--- src/rtl/bus_pkg.sv ---
package bus_pkg;

	// --------------------
	// bus widths
	// --------------------
	localparam int TID_W  = 8;
	localparam int DATA_W = 128;
	localparam int SEL_W  = DATA_W / 8;
	localparam int ADDR_W = 32;

	// --------------------
	// request from the cpu
	// --------------------
	// one request per strobe cycle, no burst
	typedef struct packed {
		logic              stb;
		logic              we;
		logic [SEL_W-1:0]  sel;
		logic [TID_W-1:0]  tid;
		logic [ADDR_W-1:0] padr;
		logic [DATA_W-1:0] data;
	} fab_req_t;

	// --------------------
	// response to the cpu
	// --------------------
	// ack for one cycle per request
	// tid copied back so answers may return out of order
	typedef struct packed {
		logic              ack;
		logic              err;
		logic [TID_W-1:0]  tid;
		logic [DATA_W-1:0] dat;
	} fab_resp_t;

endpackage

--- src/rtl/soc_map_pkg.sv ---
package soc_map_pkg;

	// --------------------
	// address views
	// --------------------
	// io space, 4k devices of 256 bytes in one 1M region
	typedef struct packed {
		logic [11:0] region;
		logic [11:0] device;
		logic [7:0]  offset;
	} io_addr_t;

	// memory space, 16M banks
	typedef struct packed {
		logic [7:0]  bank;
		logic [23:0] index;
	} mem_addr_t;

	typedef union packed {
		io_addr_t  io;
		mem_addr_t mem;
	} phys_addr_u;

	// --------------------
	// address map
	// --------------------
	localparam logic [11:0] IO_REGION  = 12'hFD0;
	localparam logic [11:0] LED_DEV    = 12'hFFF;
	localparam logic [11:0] RSTCTL_DEV = 12'hFFC;
	localparam logic [7:0]  SCR_BANK   = 8'hFF;

	// scratchpad, 16-byte words, aliases across its bank
	localparam int SCR_DEPTH = 256;
	localparam int SCR_AW    = $clog2(SCR_DEPTH);
	localparam int SCR_LSB   = 4;

	// reset control
	localparam int          RST_PULSE   = 64;
	localparam int          RST_CNT_W   = $clog2(RST_PULSE + 1);
	localparam logic [2:0]  CLKEN_RESET = 3'b110;

	// periodic tick
	localparam int TICK_PERIOD = 1000;
	localparam int TICK_CNT_W  = $clog2(TICK_PERIOD);
	localparam int TICK_ON     = 150;
	localparam int TICK_OFF    = 200;

	// answer to an unmapped access
	localparam logic [bus_pkg::DATA_W-1:0] ERR_DATA = '1;

endpackage

--- src/rtl/addr_router.sv ---
`timescale 1ns/100ps

module addr_router (
	input  logic                node_clk,
	input  logic                rst,
	input  bus_pkg::fab_req_t   req_i,
	output bus_pkg::fab_req_t   scr_req_o,
	output bus_pkg::fab_req_t   led_req_o,
	output bus_pkg::fab_req_t   rst_req_o,
	output bus_pkg::fab_resp_t  err_resp_o
);
	import bus_pkg::*;
	import soc_map_pkg::*;

	phys_addr_u pa;
	logic       io_hit;
	logic       scr_sel;
	logic       led_sel;
	logic       rst_sel;
	logic       err_sel;

	assign pa = req_i.padr;

	// io region first, then device inside it
	assign io_hit  = (pa.io.region == IO_REGION);
	assign led_sel = req_i.stb & io_hit & (pa.io.device == LED_DEV);
	assign rst_sel = req_i.stb & io_hit & (pa.io.device == RSTCTL_DEV);
	// whole bank maps onto the scratchpad
	assign scr_sel = req_i.stb & (pa.mem.bank == SCR_BANK);
	// nobody claims it
	assign err_sel = req_i.stb & ~(scr_sel | led_sel | rst_sel);

	// --------------------
	// request copies
	// --------------------
	always_comb begin
		scr_req_o     = req_i;
		scr_req_o.stb = scr_sel;
		led_req_o     = req_i;
		led_req_o.stb = led_sel;
		rst_req_o     = req_i;
		rst_req_o.stb = rst_sel;
	end

	// --------------------
	// unmapped answer
	// --------------------
	// all ones data with the latency of the one-cycle targets
	always_ff @(posedge node_clk or posedge rst) begin
		if (rst) begin
			err_resp_o <= '0;
		end else begin
			err_resp_o.ack <= err_sel;
			err_resp_o.err <= 1'b1;
			err_resp_o.tid <= req_i.tid;
			err_resp_o.dat <= ERR_DATA;
		end
	end

	// one target per strobe or the request would answer twice
	a_one_target: assert property (
		@(posedge node_clk) disable iff (rst)
		$onehot0({scr_sel, led_sel, rst_sel})
	);

endmodule

--- config.mk ---
export PLATFORM = sky130hd
export DESIGN_NAME = addr_router
export DESIGN_NICKNAME = d
export VERILOG_FILES = /design/src/rtl/bus_pkg.sv /design/src/rtl/soc_map_pkg.sv /design/src/rtl/addr_router.sv
export SDC_FILE = /design/constraint.sdc
export NUM_CORES = 1
export LEC_CHECK = 0
export BUFFER_PORTS_ARGS = -buffer_cell sky130_fd_sc_hd__buf_2
export CORE_AREA = 3 3 343 345
export CTS_CLUSTER_DIAMETER = 60
export DETAILED_ROUTE_END_ITERATION = 8
export DIE_AREA = 0 0 346 348
export GPL_ROUTABILITY_DRIVEN = 0
export MAX_ROUTING_LAYER = met4
export PLACE_DENSITY = 0.32
export SLEW_MARGIN = 20
export SYNTH_ARGS = -nofsm -noshare
export SYNTH_HDL_FRONTEND = slang
export SYNTH_SLANG_ARGS = --single-unit
--- constraint.sdc ---
create_clock -name node_clk -period 7.2 [get_ports node_clk]
set_clock_uncertainty 0.05 [all_clocks]
set_input_delay 1.44 -clock node_clk [delete_from_list [all_inputs] [get_ports node_clk]]
set_output_delay 1.44 -clock node_clk [all_outputs]
set_load 0.03 [all_outputs]
* Word level (Yosys, flattened, before mapping)
Cells that the tools add are included.
Word-level totals: memory bits (writable) 0, flip-flop bits (word level) 11, memory bits (read-only) 0, input bits 188, memories kept 0, latch bits 0
Operators by class: reduce and logical (&&, ||, !) cells 0, shifts and indexed selects 0, divide/modulo/power cells 0, $add $sub $neg 0, muxes and demuxes 0, equal/unequal tests 4, $lt $le $gt $ge 0, $mul 0, bitwise operators 8
Operators by type and width (count):
- $eq 12x12->1 const B | 3
- $eq 8x8->1 const B | 1
- $and 1x1->1 | 5
- $or 1x1->1 | 2
- $not 1->1 | 1

* Logic depth before layout (Yosys ltp)
depth in word-level cells 7, gate-level depth with buffers 4

* Worst setup path after synthesis
No wires, ideal clock.
path type input -> output, start point in req_i[149] (netlist bit), end point out rst_req_o[185] (netlist bit), path buffers 1, data required time 5710 ps, stages on the path 4, setup slack 2802 ps, arrival 2908 ps, cells stage by stage or4b_1 > or4_4 > nor4_1 > buf_4
On the way: word-level cells in the longest chain between the ends 3
RTL lines:
- from (decl) | line addr_router.sv:6 | input bus_pkg::fab_req_t req_i,
- $eq 12x12->1 | line addr_router.sv:25 | assign io_hit = (pa.io.region == IO_REGION);
- $and 1x1->1 (2 in a row) | line addr_router.sv:27 | assign rst_sel = req_i.stb & io_hit & (pa.io.device == RSTCTL_DEV);
- to (decl) | line addr_router.sv:9 | output bus_pkg::fab_req_t rst_req_o,
No other way between the ends.

==> flow_metrics.env <==
export IMPL_outcome="completed"
export IMPL_cpLargestDelayFamily="simple AND/OR/NAND/NOR gates"
export IMPL_powerDensity_nw_per_um2=116
export IMPL_hold_path_class="in2async"
export IMPL_largestRegisters="err_resp_o x10"
export IMPL_gr_total_overflow=0
export IMPL_drive_above_1_share=0.908
export IMPL_finalMaxSlewViolations=0
export IMPL_routed_wl_mm=30.2
export IMPL_ys_seq_elements=10
export IMPL_ir_drop_uv=63.3
export IMPL_min_period_ps=4580
export IMPL_endpoint="rst_req_o[185]"
export IMPL_synth_fa_ha_area_frac=0
export IMPL_drcViolationCount=0
export IMPL_fillers=13700
export IMPL_cts_clk_slew_worst_paths_ps=60
export IMPL_syn_inst=715
export IMPL_synthTopCellsByArea="buf_4 93%, dfrtp_1 4.5%, or4_4 0.20%"
export IMPL_numCtsBuffers=3
export IMPL_core_um2=115000
export IMPL_start_util=0.0482
export IMPL_crit_fanout=4
export IMPL_routedWlPerCell_um=16.6
export IMPL_track_usage=0.0476
export IMPL_final_setup_worst_slack_ps=2620
export IMPL_avgSynthCellArea_um2=7.72
export IMPL_path_depth=5
export IMPL_h_tree_depth=1
export IMPL_hpwl_mm=27.8
export IMPL_nets=494
export IMPL_layout_commonest_cell="buf_2"
export IMPL_slew_headroom=0.441
export IMPL_critPathMaxStageDelay_ps=570
export IMPL_drt_pass1_iter_count=4
export IMPL_die_w_um=346
export IMPL_postCtsSetupRepairBufs=0
export IMPL_crit_top_cell="buf_2"
export IMPL_cp_required_ps=5710
export IMPL_final_cell_mix="271 x buf_2, 9 x dfrtp_1, 3 x clkbuf_16"
export IMPL_cts_sinks=10
export IMPL_synth_top_family_by_area="buffers and inverters"
export IMPL_timing_setup_tns_ps=0
export IMPL_die_y_um=348
export IMPL_numPortBuffers=271
export IMPL_tritoncts="built"
export IMPL_holdBufCountCts=0
export IMPL_synthMuxAreaShare=0
export IMPL_cts_buffer_depth=2
export IMPL_crit_start="req_i[149]"
export IMPL_cp_start_kind="input port"
export IMPL_drt_iter0_drc=94
export IMPL_synth_xor_area_frac=0.00159
export IMPL_ioPinCount=884
export IMPL_fin_cells=1820
export IMPL_synth_compound_area_frac=0.00181
export IMPL_drv_cap=0
export IMPL_yosys_area_share_simple=0.0165
export IMPL_die_area_um2=120000
export IMPL_rsz0062_at_grt="no"
export IMPL_worstPathArrival_ps=3090
export IMPL_hold_viol_final=0
export IMPL_post_route_period_util=0.637
export IMPL_ant_nets=0
export IMPL_layout_area_overhead_vs_synth_pct=-32.3
export IMPL_via_per_inst=1.16
export IMPL_dr_total_vias=2106
export IMPL_synth_top_cell_area_share=0.933
export IMPL_fmax_mhz=218
export IMPL_post_cts_resized=0
export IMPL_grt_max_degree=130
export IMPL_critical_path_n_buffers_inverters=2
export IMPL_yosys_area_top_type="buf_4"
export IMPL_worst_path_max_delay_cell="or4_4"
export IMPL_syn_area_um2=5520
export IMPL_crit_path_end_kind="output port"
export IMPL_synthesis_nets=903
export IMPL_p_leak_nw=1.28
export IMPL_synth_cell_types=18
export IMPL_top_register="err_resp_o"
export IMPL_grt_pass1_wl_mm=33.2
export IMPL_placedCellCount=1812
export IMPL_place_ws_ps=2600
export IMPL_yosysWarnings=0
export IMPL_num_rows=124
export IMPL_finalSetupViolations=0
export IMPL_path_cells="buf_2 -> or4b_1 -> or4_4 -> nor4_1 -> buf_2"
export IMPL_grt_pass1_vias=1816
export IMPL_path_class="in2out"
export IMPL_tightestPinTransition_ps=837
export IMPL_antenna_found_initial=3
export IMPL_clock_root_buffer="clkbuf_16"
export IMPL_largest_reg_flops=10
export IMPL_yosysSeqAreaShare=0.0453
[Yosys cell counts]
master      n
or4b_1      1
inv_1       2
xor2_1      1
nand4b_1    1
and3_1      1
nor4_1      1
dfrtp_1    10
buf_4     686
nor3_1      1
nor2_1      1
conb_1      1
nand3_1     2
nand3b_1    1
nand2_1     2
and4_1      1
nand4_1     1
or4_4       1
o311a_1     1
[area by class of cell]
class	instances	area (um2)	area share
Tap cell	1512	1890	0.506
Antenna cell	3	7.51	0.00201
Inverter	2	7.51	0.00201
Timing Repair Buffer	272	1380	0.370
Multi-Input combinational cell	17	114	0.0305
Clock buffer	4	78.8	0.0211
Sequential cell	10	254	0.0680
[report_power, final]
group | switching (mW) | total, mW | internal (mW)
Clock | 0.0471 | 0.123 | 0.0757
Sequential | 0.00322 | 0.0624 | 0.0592
Combinational | 0.193 | 0.247 | 0.0542
Total | 0.243 | 0.432 | 0.189
[worst min path at each step]
stage | start | end
2_1_floorplan | rst | err_resp_o[128]
3_3_place_gp | req_i[163] | err_resp_o[131]
3_5_place_dp | req_i[163] | err_resp_o[131]
4_1_cts | req_i[163] | err_resp_o[131]
5_1_grt | req_i[163] | err_resp_o[131]
6_report | rst | err_resp_o[135]
[through the flow]
stage | util | hold WS (ps) | cell area (um2) | power [mW]
finish | 0.0326 | 1280 | 3740 | 0.432
global placement | 0.0316 | 1550 | 3620 | 0.316
global route | 0.0326 | 1290 | 3730 | 0.458
CTS | 0.0323 | 1270 | 3700 | 0.454
floorplan | - | 1230 | 5520 | 0.793
detailed placement | 0.0316 | 1560 | 3620 | 0.315
[kinds of logic after synthesis]
logic type,count (synthesis)
xor gates and xnor gates,1
and+or+nand+nor,14
AOI/OAI and AO/OA,1
other,1
DFF,10
buffers and inverters,688
[metal layers]
layer  track usage  part of all wire  vias up
li1              -                 -      662
met1        0.0270              0.20      747
met2        0.0570              0.35      613
met3        0.0864              0.40       84
met4        0.0193             0.051        0
met5             -                 0        -
Note: power is estimated with default switching activity, not from simulation.
