--- src/rtl/bus_pkg.sv ---
package bus_pkg;

	// --------------------
	// bus widths
	// --------------------
	localparam int TID_W  = 8;
	localparam int DATA_W = 128;
	localparam int SEL_W  = DATA_W / 8;
	localparam int ADDR_W = 32;

	// --------------------
	// request from the cpu
	// --------------------
	// one request per strobe cycle, no burst
	typedef struct packed {
		logic              stb;
		logic              we;
		logic [SEL_W-1:0]  sel;
		logic [TID_W-1:0]  tid;
		logic [ADDR_W-1:0] padr;
		logic [DATA_W-1:0] data;
	} fab_req_t;

	// --------------------
	// response to the cpu
	// --------------------
	// ack for one cycle per request
	// tid copied back so answers may return out of order
	typedef struct packed {
		logic              ack;
		logic              err;
		logic [TID_W-1:0]  tid;
		logic [DATA_W-1:0] dat;
	} fab_resp_t;

endpackage

--- src/rtl/resp_merge.sv ---
`timescale 1ns/100ps

module resp_merge (
	input  logic                node_clk,
	input  logic                rst,
	input  bus_pkg::fab_resp_t  scr_resp_i,
	input  bus_pkg::fab_resp_t  led_resp_i,
	input  bus_pkg::fab_resp_t  rst_resp_i,
	input  bus_pkg::fab_resp_t  err_resp_i,
	output bus_pkg::fab_resp_t  resp_o
);
	import bus_pkg::*;

	fab_resp_t  oth;
	fab_resp_t  lst [4];
	fab_resp_t  hold_q [2];
	logic [1:0] cnt_q;
	logic [2:0] n;

	// single-cycle targets, at most one of them valid
	always_comb begin
		if (led_resp_i.ack)
			oth = led_resp_i;
		else if (rst_resp_i.ack)
			oth = rst_resp_i;
		else
			oth = err_resp_i;
	end

	// --------------------
	// ordering
	// --------------------
	// held entries, then scratchpad, then the rest
	// slot 0 leaves, slots 1 and 2 wait
	always_comb begin
		lst = '{default: '0};
		n   = '0;
		if (cnt_q != 2'd0) begin
			lst[n[1:0]] = hold_q[0];
			n = n + 3'd1;
		end
		if (cnt_q == 2'd2) begin
			lst[n[1:0]] = hold_q[1];
			n = n + 3'd1;
		end
		if (scr_resp_i.ack) begin
			lst[n[1:0]] = scr_resp_i;
			n = n + 3'd1;
		end
		if (oth.ack) begin
			lst[n[1:0]] = oth;
			n = n + 3'd1;
		end
	end

	// --------------------
	// output and buffer
	// --------------------
	always_ff @(posedge node_clk or posedge rst) begin
		if (rst) begin
			resp_o <= '0;
			cnt_q  <= '0;
		end else begin
			resp_o <= lst[0];
			cnt_q  <= (n > 3'd1) ? 2'(n - 3'd1) : 2'd0;
		end
	end

	// holding entries, only read below cnt_q
	always_ff @(posedge node_clk) begin
		hold_q[0] <= lst[1];
		hold_q[1] <= lst[2];
	end

	// one request per cycle upstream keeps the one-cycle targets apart
	a_one_short: assert property (
		@(posedge node_clk) disable iff (rst)
		$onehot0({led_resp_i.ack, rst_resp_i.ack, err_resp_i.ack})
	);

	// never more than two waiting after the output slot
	a_no_overflow: assert property (
		@(posedge node_clk) disable iff (rst)
		n <= 3'd3
	);

endmodule

--- config.mk ---
export PLATFORM = sky130hd
export DESIGN_NAME = resp_merge
export DESIGN_NICKNAME = d
export VERILOG_FILES = /design/src/rtl/bus_pkg.sv /design/src/rtl/resp_merge.sv
export SDC_FILE = /design/constraint.sdc
export NUM_CORES = 1
export LEC_CHECK = 0
export BUFFER_PORTS_ARGS = -buffer_cell sky130_fd_sc_hd__buf_2
export CORE_AREA = 2 2 267 269
export DETAILED_ROUTE_END_ITERATION = 8
export DIE_AREA = 0 0 269 271
export PLACE_DENSITY = 0.54
export SYNTH_ARGS = -nofsm -noshare
export SYNTH_HDL_FRONTEND = slang
export SYNTH_SLANG_ARGS = --single-unit
--- constraint.sdc ---
create_clock -name node_clk -period 4.4 [get_ports node_clk]
set_clock_uncertainty 0.2 [all_clocks]
set_input_delay 0.44 -clock node_clk [delete_from_list [all_inputs] [get_ports node_clk]]
set_output_delay 0.44 -clock node_clk [all_outputs]
set_load 0.01 [all_outputs]
After elaboration in Yosys (flattened, before gate mapping)

Memory sizes are Yosys's and may differ from the RTL's.
Index checks and enable logic that the tools add are counted.
W data, S select, Z words.

Output and inout port bits: 138
Word-level logic and storage cells: 45
Memory bits (writable): 276
Memories kept: 1
Input bits: 554
Register bits: 140

Order comparisons: 7
Multiplexer cells: 20
Bitwise operators: 3
Equality and inequality tests: 1
Add/subtract/negate cells: 4
Reduce and logical (&&, ||, !) cells: 4

Memory list:

| memory | words | bits a word | read ports | clocked after memory_dff | write ports | line             | source |
|---|---|---|---|---|---|---|---|
| hold_q | 2     | 138         | 2          | 0                        | 2           | resp_merge.sv:16 | `fab_resp_t hold_q [2];` |

Operator list:

| operator              | count |
|---|---|
| $bwmux W552           | 3 |
| $mux W552             | 3 |
| $demux W138 S2        | 3 |
| $mux W138             | 6 |
| $add A3 B1 Y3 const B | 3 |
| $ge A3 B3 Y1 const B  | 3 |
| $lt A3 B1 Y1 const B  | 3 |
| $mux W3               | 3 |
| $not A2 Y3            | 3 |
| $gt A3 B1 Y1 const B  | 1 |
| $logic_and A1 B1 Y1   | 3 |
| $eq A2 B2 Y1 const B  | 1 |
| $mux W2               | 1 |
| $reduce_bool A2 Y1    | 1 |
| $sub A2 B1 Y2 const B | 1 |
| $mux W1               | 1 |

Depth between registers and ports, before layout

Depth after elaboration: 13
Mapped depth: 12
Mapped depth without buffers: 9

Least setup slack after synthesis

Ideal clock, no wire load.

Path type: reg2reg
Start: register cnt_q[0]
End: register cnt_q[0]
Stages on the path, launching flop included: 12
Data arrival time: 2371 ps
Setup slack: 1762 ps
Path buffers: 3
Period minus slack after synthesis: 2638 ps
Data required time: 4133 ps
Setup time: 67 ps
Path through: dfrtp_1 > buf_2 > nor2b_1 > clkbuf_1 > clkbuf_1 > nor2_1 > ha_1 > nand2_1 > o21ai_0 > ha_1 > or4_1 > nand2_1

Word-level cells in the longest chain between the ends: 10
Elaborated cells between the ends (all ways): 12
Classes of those cells: add/sub (4); order compare (1); eq/ne (1); mux (5); reduce/logical (1)

Ends and longest elaborated chain:

| element                                       | line             | source |
|---|---|---|
| start, declared                               | resp_merge.sv:17 | `logic [1:0] cnt_q;` |
| start signal, assigned                        | resp_merge.sv:65 | `cnt_q <= (n > 3'd1) ? 2'(n - 3'd1) : 2'd0;` |
| $reduce_bool A2 Y1                            | resp_merge.sv:38 | `if (cnt_q != 2'd0) begin` |
| $mux W1                                       | resp_merge.sv:38 |  |
| $add A3 B1 Y3                                 | resp_merge.sv:44 | `n = n + 3'd1;` |
| $mux W3 (*)                                   | resp_merge.sv:42 | `if (cnt_q == 2'd2) begin` |
| $add A3 B1 Y3                                 | resp_merge.sv:48 | `n = n + 3'd1;` |
| $mux W3 (*)                                   | resp_merge.sv:46 | `if (scr_resp_i.ack) begin` |
| $add A3 B1 Y3                                 | resp_merge.sv:52 | `n = n + 3'd1;` |
| $mux W3 (*)                                   | resp_merge.sv:50 | `if (oth.ack) begin` |
| $gt A3 B1 Y1 or $sub A2 B1 Y2 (tied branches) | resp_merge.sv:65 |  |
| $mux W2 (*)                                   | resp_merge.sv:65 |  |

Every way passes the cells marked *; elsewhere a longest branch is shown, timed or not.

==> metrics.cfg <==
[clock_network]
root_buffer=clkbuf_16
cts_tree=done
cts_buffers=48
clock_path_buffers=3
cts.htree.levels=2
worstSkewPairLatency_ps=590
cts.sinks=416
postCtsSetupRepairBufs=0
cts.clk_slew.worst_paths_ps=60

[worst_setup_path]
cp_top_family=buffers and inverters
cp.arrival_ps=3790
reg2reg_depth=9
worst_setup_path_start_kind=flop
rrSetupSlack_ps=880
required_ps=4670
rr_startpoint=cnt_q[0]
path_class=reg2reg
reg2reg_to=hold_q[0][210]
critical_path.cell_chain=and2_4 -> nor2_1 -> inv_1 -> ha_1 -> o31ai_4 -> buf_12 -> nand3_1 -> o21ai_0 -> dlygate4sd3_1
critical_path_buf_inv_count=3
crit_slowest_cell=dfrtp_4
critical-path-max-stage-delay_ps=630
critPathMaxFanout=157
critPathCaptureType=flop

[floorplanning]
ioPinCount=692
num_rows=97
die_y_um=271
core-area_um2=69790
die_w_um=269
die-area_um2=72900
start_util=0.2914

[global_routing]
grt_first_pass_wirelength_um=112700
grt_pass1_vias=19800
grt_max_degree=158
grt-ovfl-total=0
antenna_found_initial=3
grt.total_usage=0.1967

[detailed_routing]
avgViaCountPerCell=5.100
routedWlPerCell_um=20.41
vias=18720
met3_length_um=4558
totalWireLength_um=74920
topRoutingLayerUsed=met5
ant_nets=0
wl_met2_um=37800
wl_met1_um=30640
drc=0
dr.pass1.iters=5
drt-initial-drc-count=1268

[synthesis]
ys_seq_elements=416
synthTopCellsByArea=dfxtp_1, mux2i_1, dfrtp_1, mux2_2, o21a_1
avgSynthCellArea_um2=10.77
synth_cell_types=32
synth_nets=2447
synth_top_area_cell=dfxtp_1
yosysSeqAreaShare=0.4440
async_flop_share=0.3365
netlist_area_um2=20330
ys_top_cells_by_count=mux2i_1, dfxtp_1, dfrtp_1
syn_inst=1888
synth_flop_cell=dfxtp_1
yosysMostFrequentCell=mux2i_1
ys_warn_count=0
synth_edf_count=0
synth_top_area_frac=0.2717

[sta]
rsz0062_at_grt=false
slew_viol_final=0
fmax_mhz=284.2
min_period_ps=3519
finalSetupViolCount=0
fin_crit_sh=0.7997
finalSetupTns_ps=0
hold_ws_ps=23.77
hold_viol=0
tightest_slew_ps=899.6
maxSlewHeadroom=0.4003

[power]
p_leak_uw=0.01336
total_power_uw=16680
pwr_density_cell_nw_per_um2=591.0
vdd_drop_max_uv=442.3

[cells_and_area]
stdcell_area_um2=28230
fin_util=0.4045
final_nets=3247
layout-drive-gt1-share=0.3468
area_growth_pct=38.81

[status]
status=finished clean

[run]
maxCapViolations=0

[min_path]
min-delay-start=led_resp_i[19]
hold_depth=3
worstHoldPathType=in2reg
hold_end=hold_q[0][19]

[place]
placed_area_um2=24300
port-buffer-count=691
globalplace.congestion=0.9404
post-dp-hpwl_um=47400

## layer usage
layer | global-route usage | vias to the layer above
li1 | - | 8691
met1 | 0.2357 | 9217
met2 | 0.3571 | 705
met3 | 0.03186 | 108
met4 | 0.05775 | 2
met5 | 0 | -
## what timing repair did
item | 4_1_cts | 5_1_grt
endpoints found under the setup margin | 0 | 0
endpoints found under the hold margin | 456 | 0
hold buffers | 230 | 0
resized for setup | 0 | 0
## layout make-up
type / instances / area, um^2
sequential: 416 / 9036
clock buffer: 73 / 1425
antenna: 3 / 7.507
clock inverter: 17 / 187.7
timing repair buffer: 951 / 6141
inverter: 4 / 20.02
multi-input combinational: 1267 / 10230
tap: 940 / 1176
fill: 6823 / 41560
## placed cells by master (no fill, tap or decap), types with 2 or more instances in the layout
cell type,n
buf_2,688
mux2i_1,411
dfxtp_1,276
dlygate4sd3_1,230
o21ai_0,139
o21a_1,138
dfrtp_1,138
mux2_2,137
a31oi_1,137
a22oi_1,137
nand3_1,137
clkbuf_16,48
buf_4,20
clkbuf_8,14
clkbuf_1,12
buf_12,11
clkinv_2,6
nand2_1,5
ha_1,5
diode_2,3
nor3_1,3
inv_1,3
nor2_1,3
clkinv_8,3
clkinvlp_4,3
nand2_8,2
inv_6,2
bufinv_16,2
clkinv_4,2
dfrtp_4,2
## power breakdown
group          switching [uW]  internal [uW]
Clock                    1690           2370
Combinational            4000           2790
Sequential                515           5320
Total                    6210          10500
## flip-flops by register name, indices dropped and copies added (netlist names)
signal,flops
hold_q,276
resp_o,138
cnt_q,2
## tightest hold or removal path, delay by kind of cell
kind	cells	cell delay (ps)
buffers and inverters	1	70
muxes	2	250
## how the worst max path moves through the flow
stage | from | end | slack, ps | cells past startpoint
after detailed placement | scr_resp_i[137] | resp_o[0] | 1060 | 7
after global routing | cnt_q[0] | hold_q[0][215] | 700 | 9
after floorplan | rst | cnt_q[0] | 7 | 1
after global placement | scr_resp_i[137] | resp_o[84] | 1120 | 7
after CTS | cnt_q[0] | hold_q[0][215] | 1000 | 9
final | cnt_q[0] | hold_q[0][210] | 880 | 9
## kinds of logic after synthesis
family                   after synthesis  synth area share
AO/OA/AOI/OAI                        555            0.1795
XOR/XNOR                               2         0.0008616
adder cells (fa/ha/maj)                5          0.003077
buffers and inverters                205           0.05507
flip-flops                           416            0.4440
multiplexers                         548            0.2782
AND/OR/NAND/NOR                      157           0.03926
## through the flow
step,setup slack [ps],instances
2_1_floorplan,7.132,1888
3_3_place_gp,1125,3348
3_5_place_dp,1056,3348
4_1_cts,1001,3668
5_1_grt,702.4,3670
6_report,881.1,3671
Note: power is estimated with default switching activity, not from simulation.
