--- src/rtl/bus_pkg.sv ---
package bus_pkg;

	// --------------------
	// bus widths
	// --------------------
	localparam int TID_W  = 8;
	localparam int DATA_W = 128;
	localparam int SEL_W  = DATA_W / 8;
	localparam int ADDR_W = 32;

	// --------------------
	// request from the cpu
	// --------------------
	// one request per strobe cycle, no burst
	typedef struct packed {
		logic              stb;
		logic              we;
		logic [SEL_W-1:0]  sel;
		logic [TID_W-1:0]  tid;
		logic [ADDR_W-1:0] padr;
		logic [DATA_W-1:0] data;
	} fab_req_t;

	// --------------------
	// response to the cpu
	// --------------------
	// ack for one cycle per request
	// tid copied back so answers may return out of order
	typedef struct packed {
		logic              ack;
		logic              err;
		logic [TID_W-1:0]  tid;
		logic [DATA_W-1:0] dat;
	} fab_resp_t;

endpackage

--- src/rtl/soc_map_pkg.sv ---
package soc_map_pkg;

	// --------------------
	// address views
	// --------------------
	// io space, 4k devices of 256 bytes in one 1M region
	typedef struct packed {
		logic [11:0] region;
		logic [11:0] device;
		logic [7:0]  offset;
	} io_addr_t;

	// memory space, 16M banks
	typedef struct packed {
		logic [7:0]  bank;
		logic [23:0] index;
	} mem_addr_t;

	typedef union packed {
		io_addr_t  io;
		mem_addr_t mem;
	} phys_addr_u;

	// --------------------
	// address map
	// --------------------
	localparam logic [11:0] IO_REGION  = 12'hFD0;
	localparam logic [11:0] LED_DEV    = 12'hFFF;
	localparam logic [11:0] RSTCTL_DEV = 12'hFFC;
	localparam logic [7:0]  SCR_BANK   = 8'hFF;

	// scratchpad, 16-byte words, aliases across its bank
	localparam int SCR_DEPTH = 256;
	localparam int SCR_AW    = $clog2(SCR_DEPTH);
	localparam int SCR_LSB   = 4;

	// reset control
	localparam int          RST_PULSE   = 64;
	localparam int          RST_CNT_W   = $clog2(RST_PULSE + 1);
	localparam logic [2:0]  CLKEN_RESET = 3'b110;

	// periodic tick
	localparam int TICK_PERIOD = 1000;
	localparam int TICK_CNT_W  = $clog2(TICK_PERIOD);
	localparam int TICK_ON     = 150;
	localparam int TICK_OFF    = 200;

	// answer to an unmapped access
	localparam logic [bus_pkg::DATA_W-1:0] ERR_DATA = '1;

endpackage

--- src/rtl/tick_timer.sv ---
`timescale 1ns/100ps

module tick_timer (
	input  logic node_clk,
	input  logic rst,
	output logic tmr_irq_o
);
	import soc_map_pkg::*;

	logic [TICK_CNT_W-1:0] cnt_q;

	// free running, modulo the period
	always_ff @(posedge node_clk or posedge rst) begin
		if (rst)
			cnt_q <= '0;
		else if (cnt_q == TICK_CNT_W'(TICK_PERIOD - 1))
			cnt_q <= '0;
		else
			cnt_q <= cnt_q + 1'b1;
	end

	// high window inside each period
	always_ff @(posedge node_clk or posedge rst) begin
		if (rst)
			tmr_irq_o <= 1'b0;
		else if (cnt_q == TICK_CNT_W'(TICK_ON))
			tmr_irq_o <= 1'b1;
		else if (cnt_q == TICK_CNT_W'(TICK_OFF))
			tmr_irq_o <= 1'b0;
	end

endmodule

--- config.mk ---
export PLATFORM = sky130hd
export DESIGN_NAME = tick_timer
export DESIGN_NICKNAME = d
export VERILOG_FILES = /design/src/rtl/bus_pkg.sv /design/src/rtl/soc_map_pkg.sv /design/src/rtl/tick_timer.sv
export SDC_FILE = /design/constraint.sdc
export NUM_CORES = 1
export LEC_CHECK = 0
export BUFFER_PORTS_ARGS = -buffer_cell sky130_fd_sc_hd__buf_2
export CAP_MARGIN = 25
export CORE_AREA = 2 2 39 41
export CTS_CLUSTER_DIAMETER = 40
export DETAILED_ROUTE_END_ITERATION = 10
export DIE_AREA = 0 0 41 43
export GPL_TIMING_DRIVEN = 1
export PLACE_DENSITY = 0.67
export SYNTH_ARGS = -nofsm -noshare
export SYNTH_HDL_FRONTEND = slang
export SYNTH_SLANG_ARGS = --single-unit
--- constraint.sdc ---
create_clock -name node_clk -period 1.9 [get_ports node_clk]
set_input_delay 0.285 -clock node_clk [delete_from_list [all_inputs] [get_ports node_clk]]
set_output_delay 0.285 -clock node_clk [all_outputs]
set_load 0.01 [all_outputs]
* Word level (Yosys, flattened, before mapping)
Index checks and enable logic that the tools add are counted.
Storage, ports and cells: bits in registers 11, bits in latches 0, bits in writable memories 0, bits in read-only memories 0, output and inout bits 1, word-level logic and storage cells 10, memories kept 0
Operators by class: add/sub/neg operators 1, $mul 0, divide/modulo/power cells 0, magnitude comparators 0, equal/unequal tests 3, shift-type cells 0, mux-type cells 3, bitwise gates (word level) 0, reductions and logical operators 1
Operators by type and width (number):
- $eq A10 B8 Y1 const B | 2
- $add A10 B1 Y10 const B | 1
- $eq A10 B10 Y1 const B | 1
- $mux W10 | 1
- $mux W1 | 2
- $reduce_bool A2 Y1 | 1

* Longest topological paths before layout
Gate-level depths: netlist of the first run.
word-level depth 3, gate-level depth with buffers 5, depth with buffers taken out 5

* Worst setup path before layout of the first run
No wires, ideal clock.
path kind reg2reg, start register cnt_q[0], end register cnt_q[3], arrival 1345 ps, data required time 1773 ps, path slack 428 ps, cell stages (with the launch flop) 6, path through dfrtp_1 ha_1 nand2_1 or4_4 nor3_4 nor2_1
On the way: longest elaborated chain between the ends 2
RTL lines:
- start, declared | line tick_timer.sv:10 | logic [TICK_CNT_W-1:0] cnt_q;
- start signal, assigned | line tick_timer.sv:19 | cnt_q <= cnt_q + 1'b1;
- $add A10 B1 Y10 or $eq A10 B10 Y1 (tied branches) | line tick_timer.sv:19, tick_timer.sv:16
- $mux W10 (*) | line tick_timer.sv:16 | else if (cnt_q == TICK_CNT_W'(TICK_PERIOD - 1))
Mark *: on every way between the ends. The rest lies on a longest branch, timed or not. A chain may end at the register's enable or synchronous reset.

* Final worst setup path of the first run
start register cnt_q[0], end register cnt_q[6]
Same word-level chain as after synthesis.

==> results of run 1 <==
-- cell families (layout without fill, tap and decap cells) --
family          after synthesis  in the layout
fa+ha+maj                     3              3
xor+xnor                      6              6
flops                        11             11
simple gates                 26             26
compound gates                7              7
buf+inv                       6             13
-- area by class of cell --
type | instances | share of cell area (%)
clock buffers | 4 | 4.12
inverters | 6 | 3.53
multi-input cells | 42 | 42.9
flip-flops and latches | 11 | 43.1
well taps | 16 | 3.14
repair buffers | 3 | 3.14
-- critical path: stages (launching register included) --
cell	delay, ps
dfrtp_1	410
ha_1	250
nand2_1	60
or4_4	450
nor3_4	230
nor2_1	80
-- where the power goes --
group	internal (mW)	total (mW)	switching, mW
Clock	0.0814	0.161	0.0795
Sequential	0.234	0.234	0
Combinational	0.00218	0.00690	0.00473
-- path summary, 6_finish.rpt --
check / to / slack (ps) / cells past startpoint
worst max-delay path: cnt_q[6] / 300 / 5
worst min-delay path: tmr_irq_o / 500 / 2
worst max register to register: cnt_q[6] / 300 / 5
worst min register to register: tmr_irq_o / 500 / 2
max in group asynchronous: tmr_irq_o / 1070 / 3
min in group asynchronous: cnt_q[0] / 530 / 3
-- registers in the layout, indices dropped and copies added, names as in the netlist --
signal,count
cnt_q,10
tmr_irq_o,1
-- what timing repair did --
item,4_1_cts,5_1_grt
setup buffers,0,0
hold buffers,1,0
endpoints found under the setup margin,0,0
hold endpoints to repair,2,0
-- layout by cell type, fill, tap and decap left out --
master and n:
dfrtp_1 11, nor2_1 8, nand2_1 7, inv_1 5, xnor2_1 4, nand3_1 3, ha_1 3, clkbuf_4 3
a21oi_1 2, xor2_1 2, buf_2 2, inv_2 1, or4_4 1, nor3_4 1, nor3_1 1, o221ai_1 1
nor4_1 1, nor2b_1 1, o21ai_0 1, a31oi_1 1, or3_1 1, nand4b_1 1, nand4_1 1, o31ai_1 1
o41ai_1 1, clkbuf_1 1, dlygate4sd3_1 1
-- stage by stage --
| stage | setup slack (ps) | instances | hold WS [ps] | total power [mW] |
|---|---|---|---|---|
| 2_1_floorplan | 428 | 59 | 137 | 0.242 |
| 3_3_place_gp | 325 | 77 | 295 | 0.244 |
| 3_5_place_dp | 302 | 77 | 298 | 0.244 |
| 4_1_cts | 292 | 82 | 502 | 0.410 |
| 5_1_grt | 188 | 82 | 527 | 0.423 |
| 6_report | 301 | 82 | 499 | 0.402 |
-- metal layers --
| metal | up-vias | share of wire [%] | GRT usage (%) |
|---|---|---|---|
| li1 | 219 | - | - |
| met1 | 202 | 52 | 24.1 |
| met2 | 11 | 40 | 16.6 |
| met3 | 4 | 4.0 | 3.14 |
| met4 | 0 | 3.4 | 14.0 |
| met5 | - | 0 | 0 |
==> impl_results.md, run 1 <==
- Outcome: finished clean
- Avg Cell Area, Syn: 9.69 µm²
- Layout cells sized above 1: 12.1%
- Most frequent cell after synthesis: dfrtp_1
- Root buffer cell: clkbuf_4
- Final global-route overflow total: 0
- Worst hold path class: flip-flop to flip-flop
- Vias in the first global route: 388
- Clk buf depth: 2
- WL final: 957 µm
- Worst Setup End Kind: flip-flop
- Core ar.: 1380 µm²
- Synth top area share: 48.1%
- Final Cell Area: 638 µm²
- Row count: 14
- Final Hold Viols: 0
- Post-synthesis async set-or-reset flop share: 100%
- Sink Count: 11
- Number of synthesized flops with an enable pin: 0
- Synth top area cells: dfrtp_1 48%, ha_1 6.6%, xnor2_1 6.1%
- FMAX: 625 MHz
- Post-placement cell area: 602 µm²
- Final Setup Violations: 0
- Iteration-0 DRC Markers: 11
- Worst-Skew Late Latency: 270 ps
- Crit path arrival time: 1750 ps
- I/O Buffers: 2
- Post-synthesis mux area share: 0%
- Remaining DRCs: 0
- Yosys cell types: 23
- Die span in x: around 41 µm
- Starting density of the core: 41.3%
- Sum Neg Setup Slack: 0 ps
- LEAKAGE: ~0.29 nW
- Crit start category: flip-flop
- Min Tclk post-route: between 1500 and 2000 ps
- Vias: 436
- Cts repair resizes: 0
- Critical Path Start: cnt_q[0]
- Area Overhead vs Synth: 11.6%
- Adder-cell area share of the yosys netlist: approximately 6.6%
- RSZ-0062 raised after global routing: no
- Compound-cell area share of the yosys netlist: 8.10%
- Crit path kind: flip-flop to flip-flop
- First-pass DRT Iterations: 4
- CP max FO: 6
- # diodes: 0
- Vias per cell: 5.32
- Yosys top cell by area: dfrtp_1
- I/O pins: 3
- Reg clk slew, reported paths: 70 ps
- Reg2reg start: cnt_q[0]
- Nets: 72
- H-tree levels: 1
- CTS buffer count: 3
- Syn Nets: 64
- Part of the Yosys area used for sequential elements: 48.1%
- Post-route ant nets: 0
- Worst-margin pin slew: 415 ps
- Post-DP HPWL: approximately 700 µm
- Worst IR Drop VDD: 345 µV
- Initial antenna violation count: 0
- Final Util: a little under half
- Commonest cells in the netlist: 11 x dfrtp_1, 8 x nor2_1, 7 x nand2_1, 5 x inv_1, 4 x xnor2_1
- Part of the cycle the worst path needs: 84.1%
- Total track usage: 15.4%
- Final Wtd Congestion: 0.767
- Worst hold start: tmr_irq_o
- Clk_skew: 3.40 ps
- Max cap viols: 0
- Multi-input logic area: approximately 270 µm²
- Largest family of logic cells by synthesized area: simple AND/OR/NAND/NOR gates
- Area of the die: 1760 µm²
- Post-synth top flop: dfrtp_1
- Register Area: 275 µm²
- Global-route wire length before repair: 1730 µm
- Max-slew headroom: 72.3%
- WL/cell: around 12 µm
- Die extent in y: 43 µm
- Synth Warn #: 0
- Worst Path Required: 2050 ps
- #FFs+latches synth: 11
- Max Slew Vio Count: 0
- Simple-Gate Fraction of Synth Area: around a quarter
- CTS tree: built
- Power density over the cells: 630 nW/µm²
- Mapped Cells: 59
- Fillers: around 140
- Post-Synthesis Cell Area: 572 µm²
- Largest net degree at the start of global routing: 12
- Post-Synth XOR/XNOR Area: 9.19%
(Power assumes the default switching activity.)
==> run 2: changes to the inputs <==
- clock period: 1.9 -> 1.65 ns (I/O delays scaled with it)
==> impl_results.md, run 2 (same netlist as run 1, synthesis figures left out) <==
- Metal1 wirelength: about 500 µm
- Power density over the cells: 687 nW/µm²
- Vias per cell: 5.14
- Largest net degree at the start of global routing: 12
- Reg clk slew, reported paths: about 70 ps
- Worst reg2reg path endpoint: cnt_q[8]
- Vias: 447
- Total track usage: 14.4%
- I/O pins: 3
- Fillers: about 130
- Iteration-0 DRC Markers: 19
- Area of the die: 1760 µm²
- Post-DP HPWL: 741 µm
- Switching power: 100 µW
- Register Area: roughly 280 µm²
- Worst hold path class: primary input to async pin
- Multi-input logic area: 277 µm²
- Worst Reg-to-Reg Cells: 5
- Most frequent cells in the layout: 11 x dfrtp_1, 8 x nor2_1, 7 x nand2_1
- Outcome: finished clean
- Met2 wire len: just under 500 µm
- Worst Setup End Kind: flip-flop
- Clk buf depth: 2
- Crit path kind: flip-flop to flip-flop
- Sum Neg Setup Slack: 0 ps
- Top flop regs: cnt_q x10, tmr_irq_o x1
- Layout cells sized above 1: 19.7%
- Worst slack, placed: 114 ps
- Row count: 14
- Worst Path Required: 1800 ps
- # diodes: 0
- DR top layer: met4
- Clock share of power: 40.5%
- Sink Count: 11
- Part of the cycle the worst path needs: 95.6%
- Starting density of the core: around 41%
- R2R Setup Slk: just over 70 ps
- Post-route ant nets: 0
- Crit start category: flip-flop
- Worst-margin pin slew: 419 ps
- Max cap viols: 0
- Max Slew Vio Count: 0
- Commonest non-fill, non-tap cell in the layout: dfrtp_1
- FMAX: 634 MHz
- Min Tclk post-route: about 1600 ps
- PnR worst setup slack: 72.4 ps
- Final Wtd Congestion: 0.804
- Final Hold Viols: 0
- Die extent in y: 43 µm
- Root buffer cell: clkbuf_4
- DR WL met3: 39 µm
- Clk_skew: 6.65 ps
- CTS tree: built
- Switching share of power: 21.5%
- Worst-Skew Late Latency: around 280 ps
- Final Setup Violations: 0
- Nets: 77
- Top reg by flops: cnt_q
- Max reg flops: 10
- Pint: 366 µW
- Core ar.: 1380 µm²
- Vias in the first global route: roughly 390
- Reg2reg start: cnt_q[0]
- Max-slew headroom: roughly 72%
- CP max FO: 6
- H-tree levels: 1
- Final Util: 49.0%
- LEAKAGE: about 0.32 nW
- Combinational share of power: 1.7%
- Area Overhead vs Synth: 18.6%
- WL/cell: 12.1 µm
- Global-route wire length before repair: 1690 µm
- Die span in x: 41 µm
- CTS buffer count: 3
- Seq pwr share: 57.8%
- I/O Buffers: 2
- Crit path arrival time: 1730 ps
- First-pass DRT Iterations: 4
- Remaining DRCs: 0
- WL final: 1050 µm
- Initial antenna violation count: 0
- Worst IR Drop VDD: 372 µV
- Final global-route overflow total: 0
## run 2: changes by cell type in the layout (fill, tap and decap cells not counted)
| cell | previous run | this run |
|---|---|---|
| buf_4 | 0 | 5 |
| ha_2 | 0 | 1 |
| ha_1 | 3 | 2 |
## run 2: cell type report
type,count,area share (%)
multi-input cells,42,40.8
flip-flops and latches,11,40.6
well taps,16,2.95
clock buffers,4,3.87
repair buffers,8,8.49
inverters,6,3.32
## run 2: what timing repair did
action                     4_1_cts  5_1_grt
hold endpoints to repair        11        0
resized for setup                0        1
setup endpoints to repair        0        2
buffers inserted                 0        3
hold buffers                     1        0
## run 2: stage by stage
stage               cell area (µm²)  power (mW)  cells  hold WS, ps
finish                          678       0.466     87          492
global route                    678       0.484     87          531
CTS                             653       0.467     84          505
detailed placement              617       0.282     79          267
global placement                617       0.281     79          260
floorplan                       572       0.279     59         99.9
## run 2: worst max-delay path by stage
stage	from	endpoint	slack [ps]	depth (start not counted)
final	cnt_q[0]	cnt_q[8]	70	5
after global routing	cnt_q[0]	cnt_q[1]	-10	5
after CTS	cnt_q[1]	cnt_q[5]	100	5
after detailed placement	cnt_q[1]	cnt_q[5]	110	5
after global placement	cnt_q[0]	cnt_q[5]	150	5
after floorplan	cnt_q[0]	cnt_q[3]	180	5
## run 2: power groups by stage
stage | Combinational, mW | Sequential [mW] | Clock, mW
after global placement | 0.00673 | 0.275 | 0
after detailed placement | 0.00692 | 0.275 | 0
after CTS | 0.00867 | 0.269 | 0.189
after floorplan | 0.00413 | 0.275 | 0
after global routing | 0.00980 | 0.269 | 0.205
final | 0.00798 | 0.269 | 0.188
## run 2: critical path, cell delays in order (launching register included)
cell	delay [ps]
dfrtp_1	400
ha_2	200
nand2_1	50
or4_4	450
nor3_4	270
nor2_1	90
## run 2: metal layers
layer,global-route usage [%],vias to the layer above
met1,22.4,207
li1,-,225
met4,8.00,0
met5,0,-
met2,16.9,10
met3,4.71,5
==> run 3: changes to the inputs <==
- PLACE_DENSITY: 0.67 -> default
==> impl_results.md, run 3 (same netlist as run 1, synthesis figures left out) <==
- Outcome: finished clean
- Starting density of the core: approximately two fifths
- # diodes: 0
- PnR worst setup slack: 108 ps
- Post-route ant nets: 0
- Initial antenna violation count: 0
- First-pass DRT Iterations: 4
- Max reg flops: 10
- WL final: 1020 µm
- Area of the die: approximately 1800 µm²
- Row count: 14
- Top reg by flops: cnt_q
- Worst-margin pin slew: 420 ps
- CTS tree: built
- Clk buf depth: 2
- Pwr Total: about 470 µW
- Vias in the first global route: 419
- Clk_skew: approximately 2.3 ps
- Final Setup Violations: 0
- Worst Path Required: 1810 ps
- Vias per cell: 5.15
- Critical Path Start: cnt_q[0]
- Worst Setup End Kind: flip-flop
- Worst-Skew Late Latency: ~280 ps
- FMAX: 649 MHz
- Power density over the cells: 719 nW/µm²
- Setup crit end: cnt_q[5]
- Commonest non-fill, non-tap cell in the layout: dfrtp_1
- Critical path's slowest cell: or4_4
- Max Slew Vio Count: 0
- H-tree levels: 1
- CP max FO: 6
- Crit path kind: flip-flop to flip-flop
- Crit start category: flip-flop
- Worst hold path class: primary input to async pin
- Final Util: 47.2%
- Iteration-0 DRC Markers: 5
- Part of the cycle the worst path needs: between 90 and 100%
- Worst slack, placed: around 120 ps
- Min Tclk post-route: 1540 ps
- Post-DP HPWL: 745 µm
- Final Hold Viols: 0
- Final global-route overflow total: 0
- Reg2reg start: cnt_q[0]
- CTS buffer count: 3
- Total track usage: between 15 and 20%
- Remaining DRCs: 0
- Most frequent cells in the layout: 11 x dfrtp_1, 8 x nor2_1, 7 x nand2_1
- Worst Reg-to-Reg Cells: 5
- LEAKAGE: 0.306 nW
- Max cap viols: 0
- Die span in x: 41 µm
- Largest net degree at the start of global routing: 12
- Worst path cell trace: ha_1, nand2_1, or4_4, nor3_4, nor2_1
- Core ar.: 1380 µm²
- Layout cells sized above 1: between 10% and 20%
- Area Overhead vs Synth: 14.2%
- Final Wtd Congestion: around 0.75
- Root buffer cell: clkbuf_4
- Nets: 74
- Sink Count: 11
- Vias: 433
- WL/cell: 12.1 µm
- Sum Neg Setup Slack: 0 ps
- Global-route wire length before repair: 1850 µm
- Postcts setup bufs: 0
- Worst reg2reg path endpoint: cnt_q[5]
- RSZ-0062 raised after global routing: yes
- Crit path arrival time: 1700 ps
- Die extent in y: approximately 43 µm
- I/O Buffers: 2
- Worst IR Drop VDD: approximately 360 µV
- Worst hold margin: ~490 ps
- Cts repair resizes: 0
- R2R Setup Slk: 110 ps
- I/O pins: 3
- Top flop regs: cnt_q x10, tmr_irq_o x1
- Max-slew headroom: just over 70%
- CP max stage delay: 440 ps
- Reg clk slew, reported paths: ~70 ps
-- run 3: changes by cell type in the layout (fill, tap and decap cells not counted) --
| cell | change |
|---|---|
| ha_2 | -1 |
| ha_1 | +1 |
| buf_4 | -3 |
-- run 3: worst min-delay path by stage --
stage	to	slack, ps
after global routing	cnt_q[0]	550
after CTS	cnt_q[3]	510
final	cnt_q[3]	490
after floorplan	cnt_q[0]	100
after detailed placement	cnt_q[3]	270
after global placement	cnt_q[3]	270
-- run 3: per-stage QoR --
stage	std cells	cell area [µm²]
global route	84	653
floorplan	59	572
finish	84	653
global placement	79	617
detailed placement	79	617
CTS	84	653
-- run 3: final cells by class --
cell class | count | area (µm²)
multi-input cells | 42 | 274
flip-flops and latches | 11 | 275
repair buffers | 5 | 35.0
inverters | 6 | 22.5
clock buffers | 4 | 26.3
fillers | 133 | 731
well taps | 16 | 20.0
-- run 3: report_power, final --
group | internal (mW) | total [mW] | switching, mW
registers | 0.269 | 0.269 | 0
logic | 0.00251 | 0.00801 | 0.00551
clock network | 0.0939 | 0.192 | 0.0985
-- run 3: per-layer routing --
| layer | wire length [µm] | global-route usage, % | up-vias | part of all wire, % |
|---|---|---|---|---|
| met5 | 0 | 0 | - | 0 |
| met4 | 22 | 8.00 | 0 | 2.2 |
| met3 | 30 | 4.71 | 3 | 2.9 |
| met2 | 441 | 20.6 | 7 | 43 |
| met1 | 525 | 22.4 | 201 | 51 |
| li1 | - | - | 222 | - |
-- run 3: critical path: cells and delay by family, from the launching register on --
| kind | cells | cell delay [ps] |
|---|---|---|
| DFF | 1 | 420 |
| adders and majority gates | 1 | 190 |
| and+or+nand+nor | 4 | 820 |
-- run 3: timing repair --
action                     in CTS  in global routing
hold endpoints to repair       11                  0
hold buffers                    1                  0
setup endpoints to repair       0                  1
